## src/rtl/rvConsts.svh

```systemverilog
`ifndef RV_CONSTS_SVH
`define RV_CONSTS_SVH

// Major opcodes of the supported RV32I subset
`define OP_LOAD   7'b0000011
`define OP_STORE  7'b0100011
`define OP_RTYPE  7'b0110011
`define OP_ITYPE  7'b0010011
`define OP_BRANCH 7'b1100011

// funct3 codes of the ALU instructions
`define F3_ADD 3'b000
`define F3_SLT 3'b010
`define F3_OR  3'b110
`define F3_AND 3'b111

// ALU operation codes used by decode and execute
`define ALU_ADD 3'b000
`define ALU_SUB 3'b001
`define ALU_AND 3'b010
`define ALU_OR  3'b011
`define ALU_SLT 3'b101

`define DMEM_WORDS 64
`define RESET_PC   32'h0000_0000

`endif
```

## src/rtl/rvPkg.sv

```systemverilog
package rvPkg;

  // Data and address word
  typedef logic [31:0] word_t;

  // Register number, x0 to x31
  typedef logic [4:0] regAddr_t;

  // ALU operation
  // add 000, sub 001, and 010, or 011, slt 101
  typedef logic [2:0] aluCtrl_t;

  // Immediate format
  // 00 I-type, 01 S-type, 10 B-type
  typedef logic [1:0] immSel_t;

  // Operand source for execute
  // 00 register file, 01 writeback result, 10 memory-stage ALU result
  typedef logic [1:0] fwdSel_t;

endpackage

```

## src/rtl/fetchStage.sv

```systemverilog
`timescale 1ns/1ps
`include "rvConsts.svh"

module fetchStage (
  input  logic          clk,
  input  logic          reset,
  input  logic          stallF,
  input  logic          stallD,
  input  logic          flushD,
  input  logic          pcSrc,
  input  rvPkg::word_t  branchTarget,
  input  rvPkg::word_t  instr,
  output rvPkg::word_t  instrAddr,
  output rvPkg::word_t  instrD,
  output rvPkg::word_t  pcD
);
  import rvPkg::*;

  word_t pc;
  word_t pcNext;

  assign pcNext    = pcSrc ? branchTarget : pc + 32'd4;  // Taken beq wins
  assign instrAddr = pc;

  always_ff @(posedge clk, posedge reset) begin
    if (reset) begin
      pc <= `RESET_PC;
    end else if (!stallF) begin
      pc <= pcNext;
    end
  end

  // Fetch/decode register
  always_ff @(posedge clk, posedge reset) begin
    if (reset) begin
      instrD <= '0;
      pcD    <= '0;
    end else if (flushD) begin
      instrD <= '0;  // Becomes a bubble
      pcD    <= '0;
    end else if (!stallD) begin
      instrD <= instr;
      pcD    <= pc;
    end
  end

endmodule

```

## config.mk

```make
export PLATFORM = sky130hd
export DESIGN_NAME = fetchStage
export DESIGN_NICKNAME = d
export VERILOG_FILES = /design/src/rtl/rvPkg.sv /design/src/rtl/fetchStage.sv
export VERILOG_INCLUDE_DIRS = /design/src /design/src/rtl
export SDC_FILE = /design/constraint.sdc
export NUM_CORES = 1
export LEC_CHECK = 0
export BUFFER_PORTS_ARGS = -buffer_cell sky130_fd_sc_hd__buf_2
export CAP_MARGIN = 20
export CORE_MARGIN = 5
export CORE_UTILIZATION = 35
export DETAILED_ROUTE_END_ITERATION = 12
export HOLD_SLACK_MARGIN = 0.08
export SKIP_CTS_REPAIR_TIMING = 1
export SYNTH_ARGS = -nofsm -noshare
export SYNTH_HDL_FRONTEND = slang
export SYNTH_SLANG_ARGS = --single-unit
export TNS_END_PERCENT = 5
```

## constraint.sdc

```tcl
create_clock -name clk -period 3.5 [get_ports clk]
set_clock_uncertainty 0.05 [all_clocks]
set_input_delay 0.7 -clock clk [delete_from_list [all_inputs] [get_ports clk]]
set_output_delay 0.7 -clock clk [all_outputs]
set_load 0.1 [all_outputs]
```

* Word-level counts from Yosys, hierarchy flattened
Cells that the tools add are included.
** Word-level totals
- Output and inout bits :: 96
- Register bits :: 96
- Logic and storage cells :: 10
- Bits of input ports :: 70
** Operators by class
- Mux-type cells :: 5
- Add/sub/neg operators :: 1
- Equal/unequal tests :: 1
** Operators by type and width (count)
- $mux 32 :: 5
- $add 32x3->32 const B :: 1
- $ne 2x1->1 const B :: 1

* Logic depth before layout (Yosys ltp)
- Word-level depth :: 2
- Mapped depth :: 6
- Depth with buffers taken out :: 5

* Least setup slack after synthesis
Ideal clock, no wire load.
- Path type :: flip-flop to flip-flop
- From :: register pc[2] (netlist: instrAddr[2])
- To :: register pc[28] (netlist: instrAddr[28])
- Arrival :: 2.427 ns
- Stages on the path, launching flop included :: 7
- Clock period less this slack :: 2.550 ns
- Setup slack :: 0.950 ns
- Cells stage by stage :: dfrtp_1 -> ha_1 -> and3_1 -> clkbuf_1 -> nand2_1 -> or4_1 -> nand3_1
** Between the ends
- Cells in the longest elaborated chain, start to end :: 2
** RTL lines
- start, declared :: RTL line fetchStage.sv:19 : word_t pc;
- start signal, assigned :: RTL line fetchStage.sv:27 : pc <= `RESET_PC;
- start signal, assigned :: RTL line fetchStage.sv:29 : pc <= pcNext;
- $add 32x3->32 :: RTL line fetchStage.sv:22 : assign pcNext = pcSrc ? branchTarget : pc + 32'd4;
- $mux 32 :: RTL line fetchStage.sv:22
Every way passes these cells.
A chain may end at the register's enable or synchronous reset.

* Final worst setup path
- From :: register pc[21] (netlist: instrAddr[21])
- To :: output instrAddr[21]
** RTL lines
- end, declared :: RTL line fetchStage.sv:13 : output rvPkg::word_t instrAddr,
No word-level cell between the ends.

==> flow_summary.json <==
{
  "outcome": "completed",
  "worstPathCellList": "buf_2",
  "end_kind": "output port",
  "synth.area.top_cells": "dfrtp_1, mux2i_1, nor2_1, nand2_1, o21ai_0",
  "insertion_delay_ps": 350,
  "power.density_nw_per_um2": 610.6,
  "rsz0062_at_grt": "no",
  "cts_sinks": 96,
  "numPortBuffers": 165,
  "ant_nets": 0,
  "worst_slew_pin_slew_ps": 753.9,
  "antenna_found_initial": 0,
  "totalWireLength_um": 14130,
  "endpoint": "instrAddr[21]",
  "die_h_um": 126.4,
  "cp_top_family": "flip-flops",
  "start_util_pct": 35.80,
  "crit_start": "instrAddr[21]",
  "synth_nets": 543,
  "hpwl_um": 10090,
  "power.leakage_uw": 0.002981,
  "cts_root_buf": "clkbuf_16",
  "die_w_um": 126.4,
  "synth_top_area_share_pct": 50.67,
  "period_minus_slack_ps": 2146,
  "drc": 0,
  "slowest_stage": "dfrtp_1",
  "critPathMaxStageDelay_ps": 540,
  "required_ps": 2750,
  "drt_pass1_iterations": 5,
  "vdd_drop_max_mv": 0.3162,
  "synth_edf_count": 0,
  "grt_start_max_net_pins": 65,
  "r2r_cells": 5,
  "yosys.area.top_type": "dfrtp_1",
  "cts_tree": "done",
  "fin_crit_sh_pct": 61.32,
  "max_freq_ghz": 0.4660,
  "crit_buf_inv": 1,
  "slew_headroom_pct": 49.68,
  "gr-total-overflow": 0,
  "criticalPathCategory": "reg -> out",
  "worst-path-stages": 1,
  "drv_slew": 0,
  "fill_cells": 1329,
  "antenna_cells": 0,
  "r2r_end": "instrAddr[30]",
  "core_um2": 13240,
  "drive_above_1_share_pct": 31.29,
  "seqCellArea_um2": 2402,
  "start_kind": "register",
  "max_cap_violations": 0,
  "yosys_warnings": 0,
  "clk_pin_slew_ps": 70,
  "h-tree-depth": 3,
  "final.setup.tns_ps": 0,
  "syn_inst": 472,
  "io_pins": 166,
  "async_reset_ff_share_pct": 100.0,
  "first_iter_violations": 267,
  "ys_types": 47,
  "ys_top_cells_by_count": "dfrtp_1, nor2_1, mux2i_1",
  "wl_per_cell_um": 17.75,
  "syn-cell-area_um2": 4741,
  "grt_pass1_wl_um": 22450,
  "cp.arrival_ps": 1400,
  "vias": 4280,
  "syn_avg_cell_area_um2": 10.04,
  "critPathMaxFanout": 10,
  "grt_pass1_vias": 4168,
  "whs_ps": 349.2,
  "grt_usage_pct": 17.38,
  "rows": 42,
  "syn_to_final_growth_pct": 26.08,
  "setup_viol": 0,
  "ys_ff_latch": 96,
  "ys_seq_area_share_pct": 50.67,
  "numCtsBuffers": 9,
  "place.gp.congestion": 0.8488,
  "synthFlopType": "dfrtp_1",
  "nNetsFinal": 686,
  "viasPerCell": 5.377,
  "r2r_slack_ps": 1380,
  "hold_viol": 0,
  "multi_input_area_um2": 2101,
  "clock_path_buffers": 2,
  "die_area_um2": 15970,
  "r2r_start": "instrAddr[2]",
  "yosysMostFrequentCell": "dfrtp_1",
  "min_path_type": "in -> async"
}
-- worst min path at each step --
| stage | from | slack, ps | to | cells after the start |
|---|---|---|---|---|
| 6_report | reset | 350 | instrD[11] | 2 |
| 3_3_place_gp | pcD[4] | 450 | pcD[4] | 2 |
| 4_1_cts | reset | 370 | instrD[7] | 2 |
| 3_5_place_dp | pcD[29] | 460 | pcD[29] | 2 |
| 5_1_grt | reset | 390 | instrD[7] | 2 |
| 2_1_floorplan | branchTarget[0] | 760 | instrAddr[0] | 2 |
-- sequential cells by signal, indices dropped and copies added, names as in the netlist --
signal	count
pcD	32
instrD	32
instrAddr	32
-- per-stage QoR --
| step | cells | power [uW] | setup WS [ps] | utilization, % | cell area [um^2] |
|---|---|---|---|---|---|
| finish | 796 | 3650 | 1354 | 45.13 | 5977 |
| CTS | 795 | 3688 | 1342 | 44.98 | 5957 |
| detailed placement | 779 | 2639 | 1200 | 42.58 | 5639 |
| floorplan | 472 | 2386 | 244.6 | - | 4741 |
| global route | 796 | 3808 | 1227 | 45.13 | 5977 |
| global placement | 779 | 2626 | 1267 | 42.58 | 5639 |
-- layout by cell type, fill, tap and decap left out, types with 8 or more instances in the layout --
cell type,synthesis,layout
clkbuf_16,0,9
nor3_1,14,14
mux2i_1,65,65
nand2_1,27,27
dfrtp_1,96,96
nor2_1,79,79
nand3_1,16,16
nor4_1,10,10
or3_1,10,10
a21oi_1,13,13
buf_2,10,164
a22oi_1,8,8
o21ai_0,20,20
-- final cells by class --
| type | count | area share, % |
|---|---|---|
| Clock buffer | 12 | 4.459 |
| Sequential cell | 96 | 40.19 |
| Tap cell | 176 | 3.684 |
| Multi-Input combinational cell | 330 | 35.15 |
| Clock inverter | 4 | 0.8583 |
| Inverter | 8 | 0.5443 |
| Timing Repair Buffer | 170 | 15.11 |
-- power breakdown --
group / internal (uW) / total, uW / switching, uW
combinational: 225 / 1260 / 1040
sequential: 1210 / 1350 / 138
clock: 612 / 1030 / 422
-- cell families (layout without fill, tap and decap cells) --
family	count (synthesis)	in the layout	synth area share, %
adders and majority gates	1	1	0.2639
and+or+nand+nor	187	187	19.27
DFF	96	96	50.67
muxes	65	65	13.72
buffers and inverters	46	194	5.015
AOI/OAI and AO/OA	77	77	11.06
-- metal layers --
layer  routed length (um)  global-route usage [%]  up-vias
met4                  204                   5.804        0
met3                 1245                   4.624       18
met1                 6288                   23.49     2064
met2                 6389                   27.18      193
met5                    0                       0        -
li1                     -                       -     2005
(Power assumes the default switching activity.)
