`src/rtl/rvConsts.svh`:
```
`ifndef RV_CONSTS_SVH
`define RV_CONSTS_SVH

// Major opcodes of the supported RV32I subset
`define OP_LOAD   7'b0000011
`define OP_STORE  7'b0100011
`define OP_RTYPE  7'b0110011
`define OP_ITYPE  7'b0010011
`define OP_BRANCH 7'b1100011

// funct3 codes of the ALU instructions
`define F3_ADD 3'b000
`define F3_SLT 3'b010
`define F3_OR  3'b110
`define F3_AND 3'b111

// ALU operation codes used by decode and execute
`define ALU_ADD 3'b000
`define ALU_SUB 3'b001
`define ALU_AND 3'b010
`define ALU_OR  3'b011
`define ALU_SLT 3'b101

`define DMEM_WORDS 64
`define RESET_PC   32'h0000_0000

`endif
```
`src/rtl/rvPkg.sv`:
```
package rvPkg;

  // Data and address word
  typedef logic [31:0] word_t;

  // Register number, x0 to x31
  typedef logic [4:0] regAddr_t;

  // ALU operation
  // add 000, sub 001, and 010, or 011, slt 101
  typedef logic [2:0] aluCtrl_t;

  // Immediate format
  // 00 I-type, 01 S-type, 10 B-type
  typedef logic [1:0] immSel_t;

  // Operand source for execute
  // 00 register file, 01 writeback result, 10 memory-stage ALU result
  typedef logic [1:0] fwdSel_t;

endpackage

```
`src/rtl/pipeIfs.sv`:
```
`timescale 1ns/1ps

interface decExIf;
  import rvPkg::*;

  word_t    rs1Data, rs2Data, pc, imm;
  regAddr_t rs1, rs2, rd;
  logic     regWrite, memWrite, memToReg, branch, aluSrc;
  aluCtrl_t aluCtrl;

  modport decode(output rs1Data, rs2Data, pc, imm, rs1, rs2, rd,
                 regWrite, memWrite, memToReg, branch, aluSrc, aluCtrl);
  modport execute(input rs1Data, rs2Data, pc, imm, rd,
                  regWrite, memWrite, memToReg, branch, aluSrc, aluCtrl);
  modport monitor(input rs1, rs2, rd, memToReg);  // Forwarding and load stall
endinterface

interface exMemIf;
  import rvPkg::*;

  word_t    aluResult, writeData;
  regAddr_t rd;
  logic     regWrite, memWrite, memToReg;

  modport execute(output aluResult, writeData, rd, regWrite, memWrite, memToReg);
  modport memory(input aluResult, writeData, rd, regWrite, memWrite, memToReg);
  modport monitor(input rd, regWrite);
endinterface

interface memWbIf;
  import rvPkg::*;

  word_t    aluResult, readData;
  regAddr_t rd;
  logic     regWrite, memToReg;
  word_t    result;  // Chosen combinationally in decode

  modport memory(output aluResult, readData, rd, regWrite, memToReg);
  modport writeback(input aluResult, readData, rd, regWrite, memToReg, output result);
  modport monitor(input rd, regWrite);
endinterface

```
`src/rtl/hazardUnit.sv`:
```
`timescale 1ns/1ps

module hazardUnit (
  input  rvPkg::regAddr_t  rs1D,
  input  rvPkg::regAddr_t  rs2D,
  input  logic             pcSrc,
  decExIf.monitor          dx,
  exMemIf.monitor          em,
  memWbIf.monitor          wb,
  output rvPkg::fwdSel_t   fwdA,
  output rvPkg::fwdSel_t   fwdB,
  output logic             stallF,
  output logic             stallD,
  output logic             flushD,
  output logic             flushE
);

  logic loadStall;

  // Memory stage wins as it holds the younger result
  always_comb begin
    if (dx.rs1 != '0 && dx.rs1 == em.rd && em.regWrite) begin
      fwdA = 2'b10;
    end else if (dx.rs1 != '0 && dx.rs1 == wb.rd && wb.regWrite) begin
      fwdA = 2'b01;
    end else begin
      fwdA = 2'b00;
    end
    if (dx.rs2 != '0 && dx.rs2 == em.rd && em.regWrite) begin
      fwdB = 2'b10;
    end else if (dx.rs2 != '0 && dx.rs2 == wb.rd && wb.regWrite) begin
      fwdB = 2'b01;
    end else begin
      fwdB = 2'b00;
    end
  end

  // Load in execute feeding the instruction in decode
  assign loadStall = dx.memToReg && (dx.rd == rs1D || dx.rd == rs2D);

  assign stallF = loadStall;
  assign stallD = loadStall;
  assign flushE = loadStall || pcSrc;  // Bubble or wrong-path instruction
  assign flushD = pcSrc;

endmodule

```
`src/flat_wrapper.sv`:
```
// flat-port wrapper written by rule: the top's interface ports become plain ports
module hazardUnit_flat 
  (rs1D, rs2D, pcSrc, fwdA, fwdB, stallF, stallD, flushD, flushE, dx_rs1, dx_rs2, dx_rd, dx_memToReg, em_rd, em_regWrite, wb_rd, wb_regWrite);
  decExIf dx_i ();
  exMemIf em_i ();
  memWbIf wb_i ();
  input  rvPkg::regAddr_t rs1D;
  input  rvPkg::regAddr_t rs2D;
  input  logic pcSrc;
  output rvPkg::fwdSel_t fwdA;
  output rvPkg::fwdSel_t fwdB;
  output logic stallF;
  output logic stallD;
  output logic flushD;
  output logic flushE;
  input wire logic [$bits(dx_i.rs1)-1:0] dx_rs1;
  input wire logic [$bits(dx_i.rs2)-1:0] dx_rs2;
  input wire logic [$bits(dx_i.rd)-1:0] dx_rd;
  input wire logic [$bits(dx_i.memToReg)-1:0] dx_memToReg;
  input wire logic [$bits(em_i.rd)-1:0] em_rd;
  input wire logic [$bits(em_i.regWrite)-1:0] em_regWrite;
  input wire logic [$bits(wb_i.rd)-1:0] wb_rd;
  input wire logic [$bits(wb_i.regWrite)-1:0] wb_regWrite;
  assign dx_i.rs1 = dx_rs1;
  assign dx_i.rs2 = dx_rs2;
  assign dx_i.rd = dx_rd;
  assign dx_i.memToReg = dx_memToReg;
  assign em_i.rd = em_rd;
  assign em_i.regWrite = em_regWrite;
  assign wb_i.rd = wb_rd;
  assign wb_i.regWrite = wb_regWrite;
  hazardUnit u_core (.rs1D(rs1D), .rs2D(rs2D), .pcSrc(pcSrc), .dx(dx_i), .em(em_i), .wb(wb_i), .fwdA(fwdA), .fwdB(fwdB), .stallF(stallF), .stallD(stallD), .flushD(flushD), .flushE(flushE));
endmodule
```
`config.mk`:
```
export PLATFORM = sky130hd
export DESIGN_NAME = hazardUnit_flat
export DESIGN_NICKNAME = d
export VERILOG_FILES = /design/src/rtl/rvConsts.svh /design/src/rtl/rvPkg.sv /design/src/rtl/pipeIfs.sv /design/src/rtl/hazardUnit.sv /design/src/flat_wrapper.sv
export SDC_FILE = /design/constraint.sdc
export NUM_CORES = 1
export LEC_CHECK = 0
export BUFFER_PORTS_ARGS = -buffer_cell sky130_fd_sc_hd__buf_2
export CAP_MARGIN = 20
export CORE_AREA = 2 2 39 41
export DETAILED_ROUTE_END_ITERATION = 6
export DIE_AREA = 0 0 41 43
export PLACE_DENSITY = 0.75
export SYNTH_ARGS = -nofsm -noshare
export SYNTH_HDL_FRONTEND = slang
export SYNTH_SLANG_ARGS = --single-unit
export TNS_END_PERCENT = 100
```
`constraint.sdc`:
```
create_clock -name vclk -period 2.3
set_input_delay 0.115 -clock vclk [all_inputs]
set_output_delay 0.115 -clock vclk [all_outputs]
set_load 0.05 [all_outputs]
```
== After elaboration in Yosys (flattened, before gate mapping) ==
Cells that the tools add are included.
Storage, ports and cells
  register bits after elaboration: 0
  bits of input ports: 39
  output and inout port bits: 8
  word-level logic and storage cells: 23
Cells by class
  equality and inequality tests: 6
  muxes and demuxes: 4
  reduce and logical (&&, ||, !) cells: 13
Operator list (count)
  5-bit == test: 6
  5-bit nonzero test: 2
  1-bit logical AND: 9
  2-bit 2-to-1 mux: 2
  1-bit logical OR: 2
  1-bit 2-to-1 mux: 2

== Depth between registers and ports, before layout ==
Gate-level depths: netlist of the first run.
  depth in word-level cells: 5
  gate-level depth with buffers: 4
  gate-level depth less buffers: 3

== Worst setup path before layout of the first run ==
OpenSTA, ideal clock, no wires.
  kind: input to output
  start point: in dx_rs1[2]
  end point: out fwdA[0]
  data arrival time: 2804 ps
  path slack: -619 ps
  stages on the path: 3
  path through: xnor2_1 and2_1 a2111oi_0
Between the ends
  cells in the longest elaborated chain, start to end: 5
Ends and longest elaborated chain
  from (decl): RTL line flat_wrapper.sv:16  | input wire logic [$bits(dx_i.rs1)-1:0] dx_rs1;
  5-bit == test / 5-bit nonzero test (equally long branches): RTL line hazardUnit.sv:24, hazardUnit.sv:22
  1-bit logical AND (2 in a row): RTL line hazardUnit.sv:24  | end else if (dx.rs1 != '0 && dx.rs1 == wb.rd && wb.regWrite) begin
  1-bit 2-to-1 mux: RTL line hazardUnit.sv:24
  2-bit 2-to-1 mux *: RTL line hazardUnit.sv:22  | if (dx.rs1 != '0 && dx.rs1 == em.rd && em.regWrite) begin
  to (decl): RTL line flat_wrapper.sv:10  | output rvPkg::fwdSel_t fwdA;
Mark *: on every way between the ends. The rest lies on a longest branch, timed or not.

== Final worst setup path of the first run ==
  start point: in dx_rs2[0]
  end point: out fwdB[1]
Between the ends
  cells in the longest elaborated chain, start to end: 4
Ends and longest elaborated chain
  from (decl): RTL line flat_wrapper.sv:17  | input wire logic [$bits(dx_i.rs2)-1:0] dx_rs2;
  5-bit == test / 5-bit nonzero test (equally long branches): RTL line hazardUnit.sv:29  | if (dx.rs2 != '0 && dx.rs2 == em.rd && em.regWrite) begin
  1-bit logical AND * (2 in a row): RTL line hazardUnit.sv:29
  2-bit 2-to-1 mux *: RTL line hazardUnit.sv:29
  to (decl): RTL line flat_wrapper.sv:11  | output rvPkg::fwdSel_t fwdB;
Marked as above.

==> results of run 1 <==
[stage by stage]
| stage | hold slack (ps) | cell area (sq um) | total power (uW) | util | setup WS [ps] |
|---|---|---|---|---|---|
| 6_report | 542.3 | 661.9 | 131.5 | 0.4783 | 913.2 |
| 5_1_grt | 550.2 | 661.9 | 143.8 | 0.4783 | 845.2 |
| 4_1_cts | 542.4 | 661.9 | 132.7 | 0.4783 | 912.0 |
| 3_5_place_dp | 541.6 | 661.9 | 132.1 | 0.4783 | 910.7 |
| 3_3_place_gp | 535.6 | 661.9 | 129.6 | 0.4783 | 917.0 |
| 2_1_floorplan | 397.1 | 421.7 | 73.62 | - | 45.27 |
[kinds of logic after synthesis]
family	count (synthesis)	share of synthesized area
compound gates	4	0.07763
xor+xnor	30	0.6269
buf+inv	3	0.04476
simple gates	18	0.2507
[path summary, 6_finish.rpt]
path	end	startpoint	slack, ps	depth (start not counted)
max	fwdB[1]	dx_rs2[0]	910	5
min	flushD	pcSrc	540	2
[metal layers]
| metal | part of all wire | wire [microns] |
|---|---|---|
| met5 | 0 | 0 |
| met3 | 0.032 | 40 |
| met2 | 0.56 | 705 |
| met1 | 0.41 | 513 |
| met4 | 0 | 0 |
[placed cells by master, fill, tap and decap left out]
| master | n |
|---|---|
| a2111oi_1 | 2 |
| and2_1 | 2 |
| and3b_1 | 2 |
| buf_2 | 47 |
| inv_1 | 1 |
| nand2_1 | 4 |
| nand4_1 | 4 |
| nor2_1 | 2 |
| nor4_1 | 2 |
| o221ai_1 | 1 |
| o22ai_1 | 1 |
| or4_1 | 2 |
| xnor2_1 | 22 |
| xor2_1 | 8 |
[synthesized netlist by cell type, drive strengths merged]
master	number
xnor2	22
o221ai	1
nand2	4
and3b	2
nand4	4
a2111oi	2
nor2	2
nor4	2
o22ai	1
buf	2
inv	1
xor2	8
and2	2
or4	2
[layout make-up]
type	count	share of cell area
multi-input combinational	52	0.6087
timing repair buffer	47	0.3554
inverter	1	0.005671
tap	16	0.03025
[power groups by stage]
stage	combinational [uW]	clock, uW	sequential (uW)
after floorplan	73.6	0	0
after global placement	130	0	0
after detailed placement	132	0	0
after CTS	133	0	0
after global routing	144	0	0
final	131	0	0
==> flow_summary.ini, run 1 <==
[clocking]
post-cts-setup-buffers = 0
hold_buffers = 0
cts_resized = 0

[routing]
drt_iter0_drc = 7
post-route-drc-count = 0
wire_per_inst_microns = 10.84
avgViaCountPerCell = 4.759
first_pass_iters = 4
ant_nets = 0
num_vias = 552
drt-total-wl_microns = 1258

[power]
p_seq_frac = 0
p_leak_uw = 0.0003183
vdd_drop_max_uv = 69.86
intPower_uw = 64.22
p_per_area_nw_per_um2 = 198.7
power.share.clock = 0
switching_share = 0.5116
power.switching_uw = 67.27
share_comb_of_total_power = 1.000

[layout]
num_antenna_cells = 0
multi_input_area_sq_um = 402.9
nClkBuffers = 0
instances_no_fill = 116
nFlopsAndLatches = 0
syn_to_final_growth_pct = 57.91
fill_cells = 153
layout.nets = 141
ff_latch_area_sq_um = 0
final_layout_size_suffix_gt1_frac = 0.4700

[setup_path]
worstPathMaxFanout = 3
crit_path_end_kind = output port
crit_slowest_cell = or4_1
cp_top_family = simple AND/OR/NAND/NOR gates
cp.arrival_ps = 1270
max_stage_delay_ps = 510
crit_chain = buf_2 -> or4_1 -> nor2_1 -> and3b_1 -> buf_2
worstSetupPathType = in -> out
path_buf_inv = 2
start_kind = primary input
crit_top_cell = buf_2
worstPathRequired_ps = 2180

[global_route]
antenna_found_initial = 0
grt_pass1_vias = 552
grtUsageMet3 = 0.01047
grt_max_degree = 4
met2_usage = 0.2813
grt_pass1_wl_microns = 2035
grt-ovfl-total = 0
grt.total_usage = 0.1558
busiest_layer = met2
grt.met1_usage = 0.1899

[run_status]
status = complete, no violations

[timing]
finalCriticalPeriod_ps = 1387
fmax_ghz = 0.7211
slew_violations = 0
tns_ps = 0
finalSetupViolations = 0
rsz0062_at_grt = no
worstMarginPinSlew_ps = 338.4
slew_headroom = 0.7723
layout_worst_path_cycle_share = 0.6030
hold_viol_final = 0

[floorplanning]
die-height_microns = 43
die_w_microns = 41
core_area_sq_um = 1384
start_util = 0.3029
io_pins = 47
dieArea_sq_um = 1763
rows = 14

[logic_synthesis]
synth_cell_types = 14
synth_top_area_cell = xnor2_1
yosys_warnings = 0
syn_nets = 94
avgSynthCellArea_sq_um = 7.621
synth.top_cell.area_share = 0.4597
syn_inst = 55
synth.cell_area_sq_um = 419.2
netlist_top_cells_area = xnor2_1 46%, xor2_1 17%, nand4_1 6.0%
seq_area_frac_synth = 0

[place]
place_congestion = 0.8100
dpl.hpwl_microns = 1196
dp.cells = 116
numPortBuffers = 47

[flow_run]
maxCapViolations = 0

[min_path]
min_path_type = in -> out
Note: power is estimated with default switching activity, not from simulation.
==> run 2: changes to the inputs <==
Clock period 2.3 ns to 1.32 ns, I/O delays scaled along.
==> flow_summary.ini, run 2 (synthesized netlist as in run 1, its figures left out) <==
[run_status]
status = complete, no violations

[layout]
nFlopsAndLatches = 0
layout_commonest_cell = buf_2
final_layout_size_suffix_gt1_frac = 0.5392
syn_to_final_growth_pct = 72.84
nClkBuffers = 0
final_cell_mix = 44 x buf_2, 22 x xnor2_1, 8 x xor2_1
fill_cells = 135
finalInstanceArea_sq_um = 724.4
utilization = 0.5235
ff_latch_area_sq_um = 0
layout.nets = 143
num_antenna_cells = 0

[clocking]
cts_resized = 0
hold_buffers = 0
post-cts-setup-buffers = 0

[setup_path]
start_kind = primary input
cp.arrival_ps = 1220
worstPathMaxFanout = 3
worstPathRequired_ps = 1250
crit_slowest_cell = or4_1
max_stage_delay_ps = 530
crit_chain = buf_2 -> or4_1 -> nor2_2 -> and3b_1 -> clkbuf_4
crit_path_end_kind = output port
worstSetupPathType = in -> out

[global_route]
antenna_found_initial = 0
grt.total_usage = 0.1399
grt-ovfl-total = 0
grt_pass1_wl_microns = 1759
grt_max_degree = 4
grt_pass1_vias = 524

[floorplanning]
dieArea_sq_um = 1763
io_pins = 47
rows = 14
start_util = 0.3029
die-height_microns = 43
core_area_sq_um = 1384
die_w_microns = 41

[power]
p_per_area_nw_per_um2 = 341.0
p_leak_uw = 0.0003301
vdd_drop_max_uv = 173.5

[min_path]
min_path_cells = 2
min_path_type = in -> out
hp-start = pcSrc
holdPathEnd = flushD

[place]
placed_cell_area_sq_um = 705.7
numPortBuffers = 47
place_congestion = 0.6756

[routing]
avgViaCountPerCell = 4.839
num_vias = 571
first_pass_iters = 3
drt-total-wl_microns = 1283
wire_per_inst_microns = 10.87
drt_iter0_drc = 3
ant_nets = 0
post-route-drc-count = 0

[timing]
slew_violations = 0
rsz0062_at_grt = yes
fmax_ghz = 0.7786
slew_headroom = 0.7932
hold_viol_final = 0
finalCriticalPeriod_ps = 1284
layout_worst_path_cycle_share = 0.9730
worstMarginPinSlew_ps = 307.3
finalSetupViolations = 0
tns_ps = 0

[flow_run]
maxCapViolations = 0
==> run 2: area by class of cell <==
cell class / instances / area [sq um] / area share
well taps: 16 / 20.02 / 0.02763
repair buffers: 49 / 257.7 / 0.3558
inverters: 1 / 3.754 / 0.005181
multi-input cells: 52 / 442.9 / 0.6114
==> run 2: stage by stage <==
step                hold slack, ps  cells  total power (uW)  setup WS [ps]
global placement             434.4    118             238.0          28.66
global route                 450.9    118             268.4         -18.76
detailed placement           434.1    118             244.5          16.44
CTS                          434.4    118             245.1          16.44
finish                       434.1    118             247.0          35.60
floorplan                    299.1     55             137.9         -155.1
==> run 2: worst max-delay path by stage <==
stage | from | endpoint | slack, ps
2_1_floorplan | dx_rs1[0] | fwdA[0] | -160
3_3_place_gp | dx_rs1[1] | fwdA[1] | 30
3_5_place_dp | dx_rs1[1] | fwdA[1] | 20
4_1_cts | dx_rs1[1] | fwdA[1] | 20
5_1_grt | dx_rs2[0] | fwdB[1] | -20
6_report | dx_rs1[1] | fwdA[1] | 40
==> run 2: power by group <==
part	switching (uW)	internal, uW
clock network	0	0
registers	0	0
logic	128	119
==> run 2: worst max-delay path: cells and delay by family <==
| kind | cells | cell delay [ps] |
|---|---|---|
| buf+inv | 2 | 320 |
| simple gates | 3 | 830 |
==> run 2: metal layers <==
layer | part of all wire | up-vias | routed length [microns] | GRT usage
li1 | - | 286 | - | -
met1 | 0.32 | 246 | 410 | 0.09177
met2 | 0.57 | 39 | 729 | 0.3438
met3 | 0.11 | 0 | 144 | 0.005236
met4 | 0 | 0 | 0 | 0
met5 | 0 | - | 0 | 0
==> run 3: changes to the inputs <==
Settings changed: RECOVER_POWER from default to 25, SLEW_MARGIN from default to 20.
==> flow_summary.ini, run 3 (synthesized netlist as in run 1, its figures left out) <==
[setup_path]
start_kind = primary input
worstPathMaxFanout = 3
worstSetupPathType = in -> out
startpoint = dx_rs1[1]
crit_path_end_kind = output port
cp.arrival_ps = 1220
cp-endpoint = fwdA[1]
worstPathRequired_ps = 1250

[routing]
top_layer_used = met3
drt_iter0_drc = 3
wl_met3_microns = 144
ant_nets = 0
num_vias = 571
wire_per_inst_microns = 10.89
wl_met1_microns = 412
post-route-drc-count = 0
drt-total-wl_microns = 1285
avgViaCountPerCell = 4.839
routed-wl-met2_microns = 729
first_pass_iters = 3

[timing]
setup_slack_ps = 35.60
finalSetupViolations = 0
fmax_ghz = 0.7786
slew_violations = 0
layout_worst_path_cycle_share = 0.9730
worstMarginPinSlew_ps = 592.2
hold_viol_final = 0
finalCriticalPeriod_ps = 1284
rsz0062_at_grt = yes
slew_headroom = 0.6069

[place]
place_congestion = 0.6756
place_ws_ps = 16.44
dp.cells = 118
numPortBuffers = 47
placed_cell_area_sq_um = 705.7

[floorplanning]
rows = 14
io_pins = 47
start_util = 0.3029
die-height_microns = 43
die_w_microns = 41
dieArea_sq_um = 1763
core_area_sq_um = 1384

[layout]
finalInstanceArea_sq_um = 723.2
ff_latch_area_sq_um = 0
layout_commonest_cell = buf_2
instances_no_fill = 118
num_antenna_cells = 0
final_layout_size_suffix_gt1_frac = 0.5294
nClkBuffers = 0
fill_cells = 134
syn_to_final_growth_pct = 72.54
layout.nets = 143
nFlopsAndLatches = 0
final_cell_mix = 43 x buf_2, 22 x xnor2_1, 8 x xor2_1

[global_route]
grt-ovfl-total = 0
antenna_found_initial = 0
grt_pass1_wl_microns = 1759
grt.total_usage = 0.1399
grt_pass1_vias = 524
grt_max_degree = 4

[run_status]
status = complete, no violations

[power]
vdd_drop_max_uv = 173.4
power.share.clock = 0
p_leak_uw = 0.0003273
p_per_area_nw_per_um2 = 341.0
switching_share = 0.5207
p_seq_frac = 0
intPower_uw = 118.2
share_comb_of_total_power = 1.000
power.switching_uw = 128.4

[flow_run]
maxCapViolations = 0

[clocking]
post-cts-setup-buffers = 0
hold_buffers = 0
cts_resized = 0

[min_path]
min_path_type = in -> out
-- run 3: critical path, cell delays in order --
cell      delay, ps
buf_2           120
or4_1           530
nor2_2          120
and3b_1         180
clkbuf_4        200
-- run 3: how the worst min path moves through the flow --
stage	startpoint	to	slack, ps	cells past startpoint
after floorplan	pcSrc	flushD	300	1
after global placement	pcSrc	flushD	430	2
after detailed placement	pcSrc	flushD	430	2
after CTS	pcSrc	flushD	430	2
after global routing	pcSrc	flushD	540	2
final	pcSrc	flushD	520	2
-- run 3: cell type report --
cell class | count | area, sq um | share of cell area
timing repair buffer | 49 | 256.5 | 0.3547
tap | 16 | 20.02 | 0.02768
multi-input combinational | 52 | 442.9 | 0.6125
inverter | 1 | 3.754 | 0.005190
-- run 3: power groups by stage --
stage | combinational (uW) | clock, uW | sequential, uW
after floorplan | 138 | 0 | 0
final | 247 | 0 | 0
after detailed placement | 245 | 0 | 0
after CTS | 245 | 0 | 0
after global placement | 238 | 0 | 0
after global routing | 268 | 0 | 0
-- run 3: metal layers --
layer	global-route usage	vias to the layer above
met5	0	-
met4	0	0
met3	0.005236	0
met2	0.3438	39
met1	0.09177	246
li1	-	286
-- run 3: per-stage QoR --
| step | TNS [ps] | power, uW | hold slack (ps) | util |
|---|---|---|---|---|
| floorplan | -155.1 | 137.9 | 299.1 | - |
| global placement | 0 | 238.0 | 434.4 | 0.5099 |
| detailed placement | 0 | 244.5 | 434.1 | 0.5099 |
| CTS | 0 | 245.1 | 434.4 | 0.5099 |
| global route | -18.76 | 268.0 | 536.5 | 0.5226 |
| finish | 0 | 246.6 | 519.0 | 0.5226 |
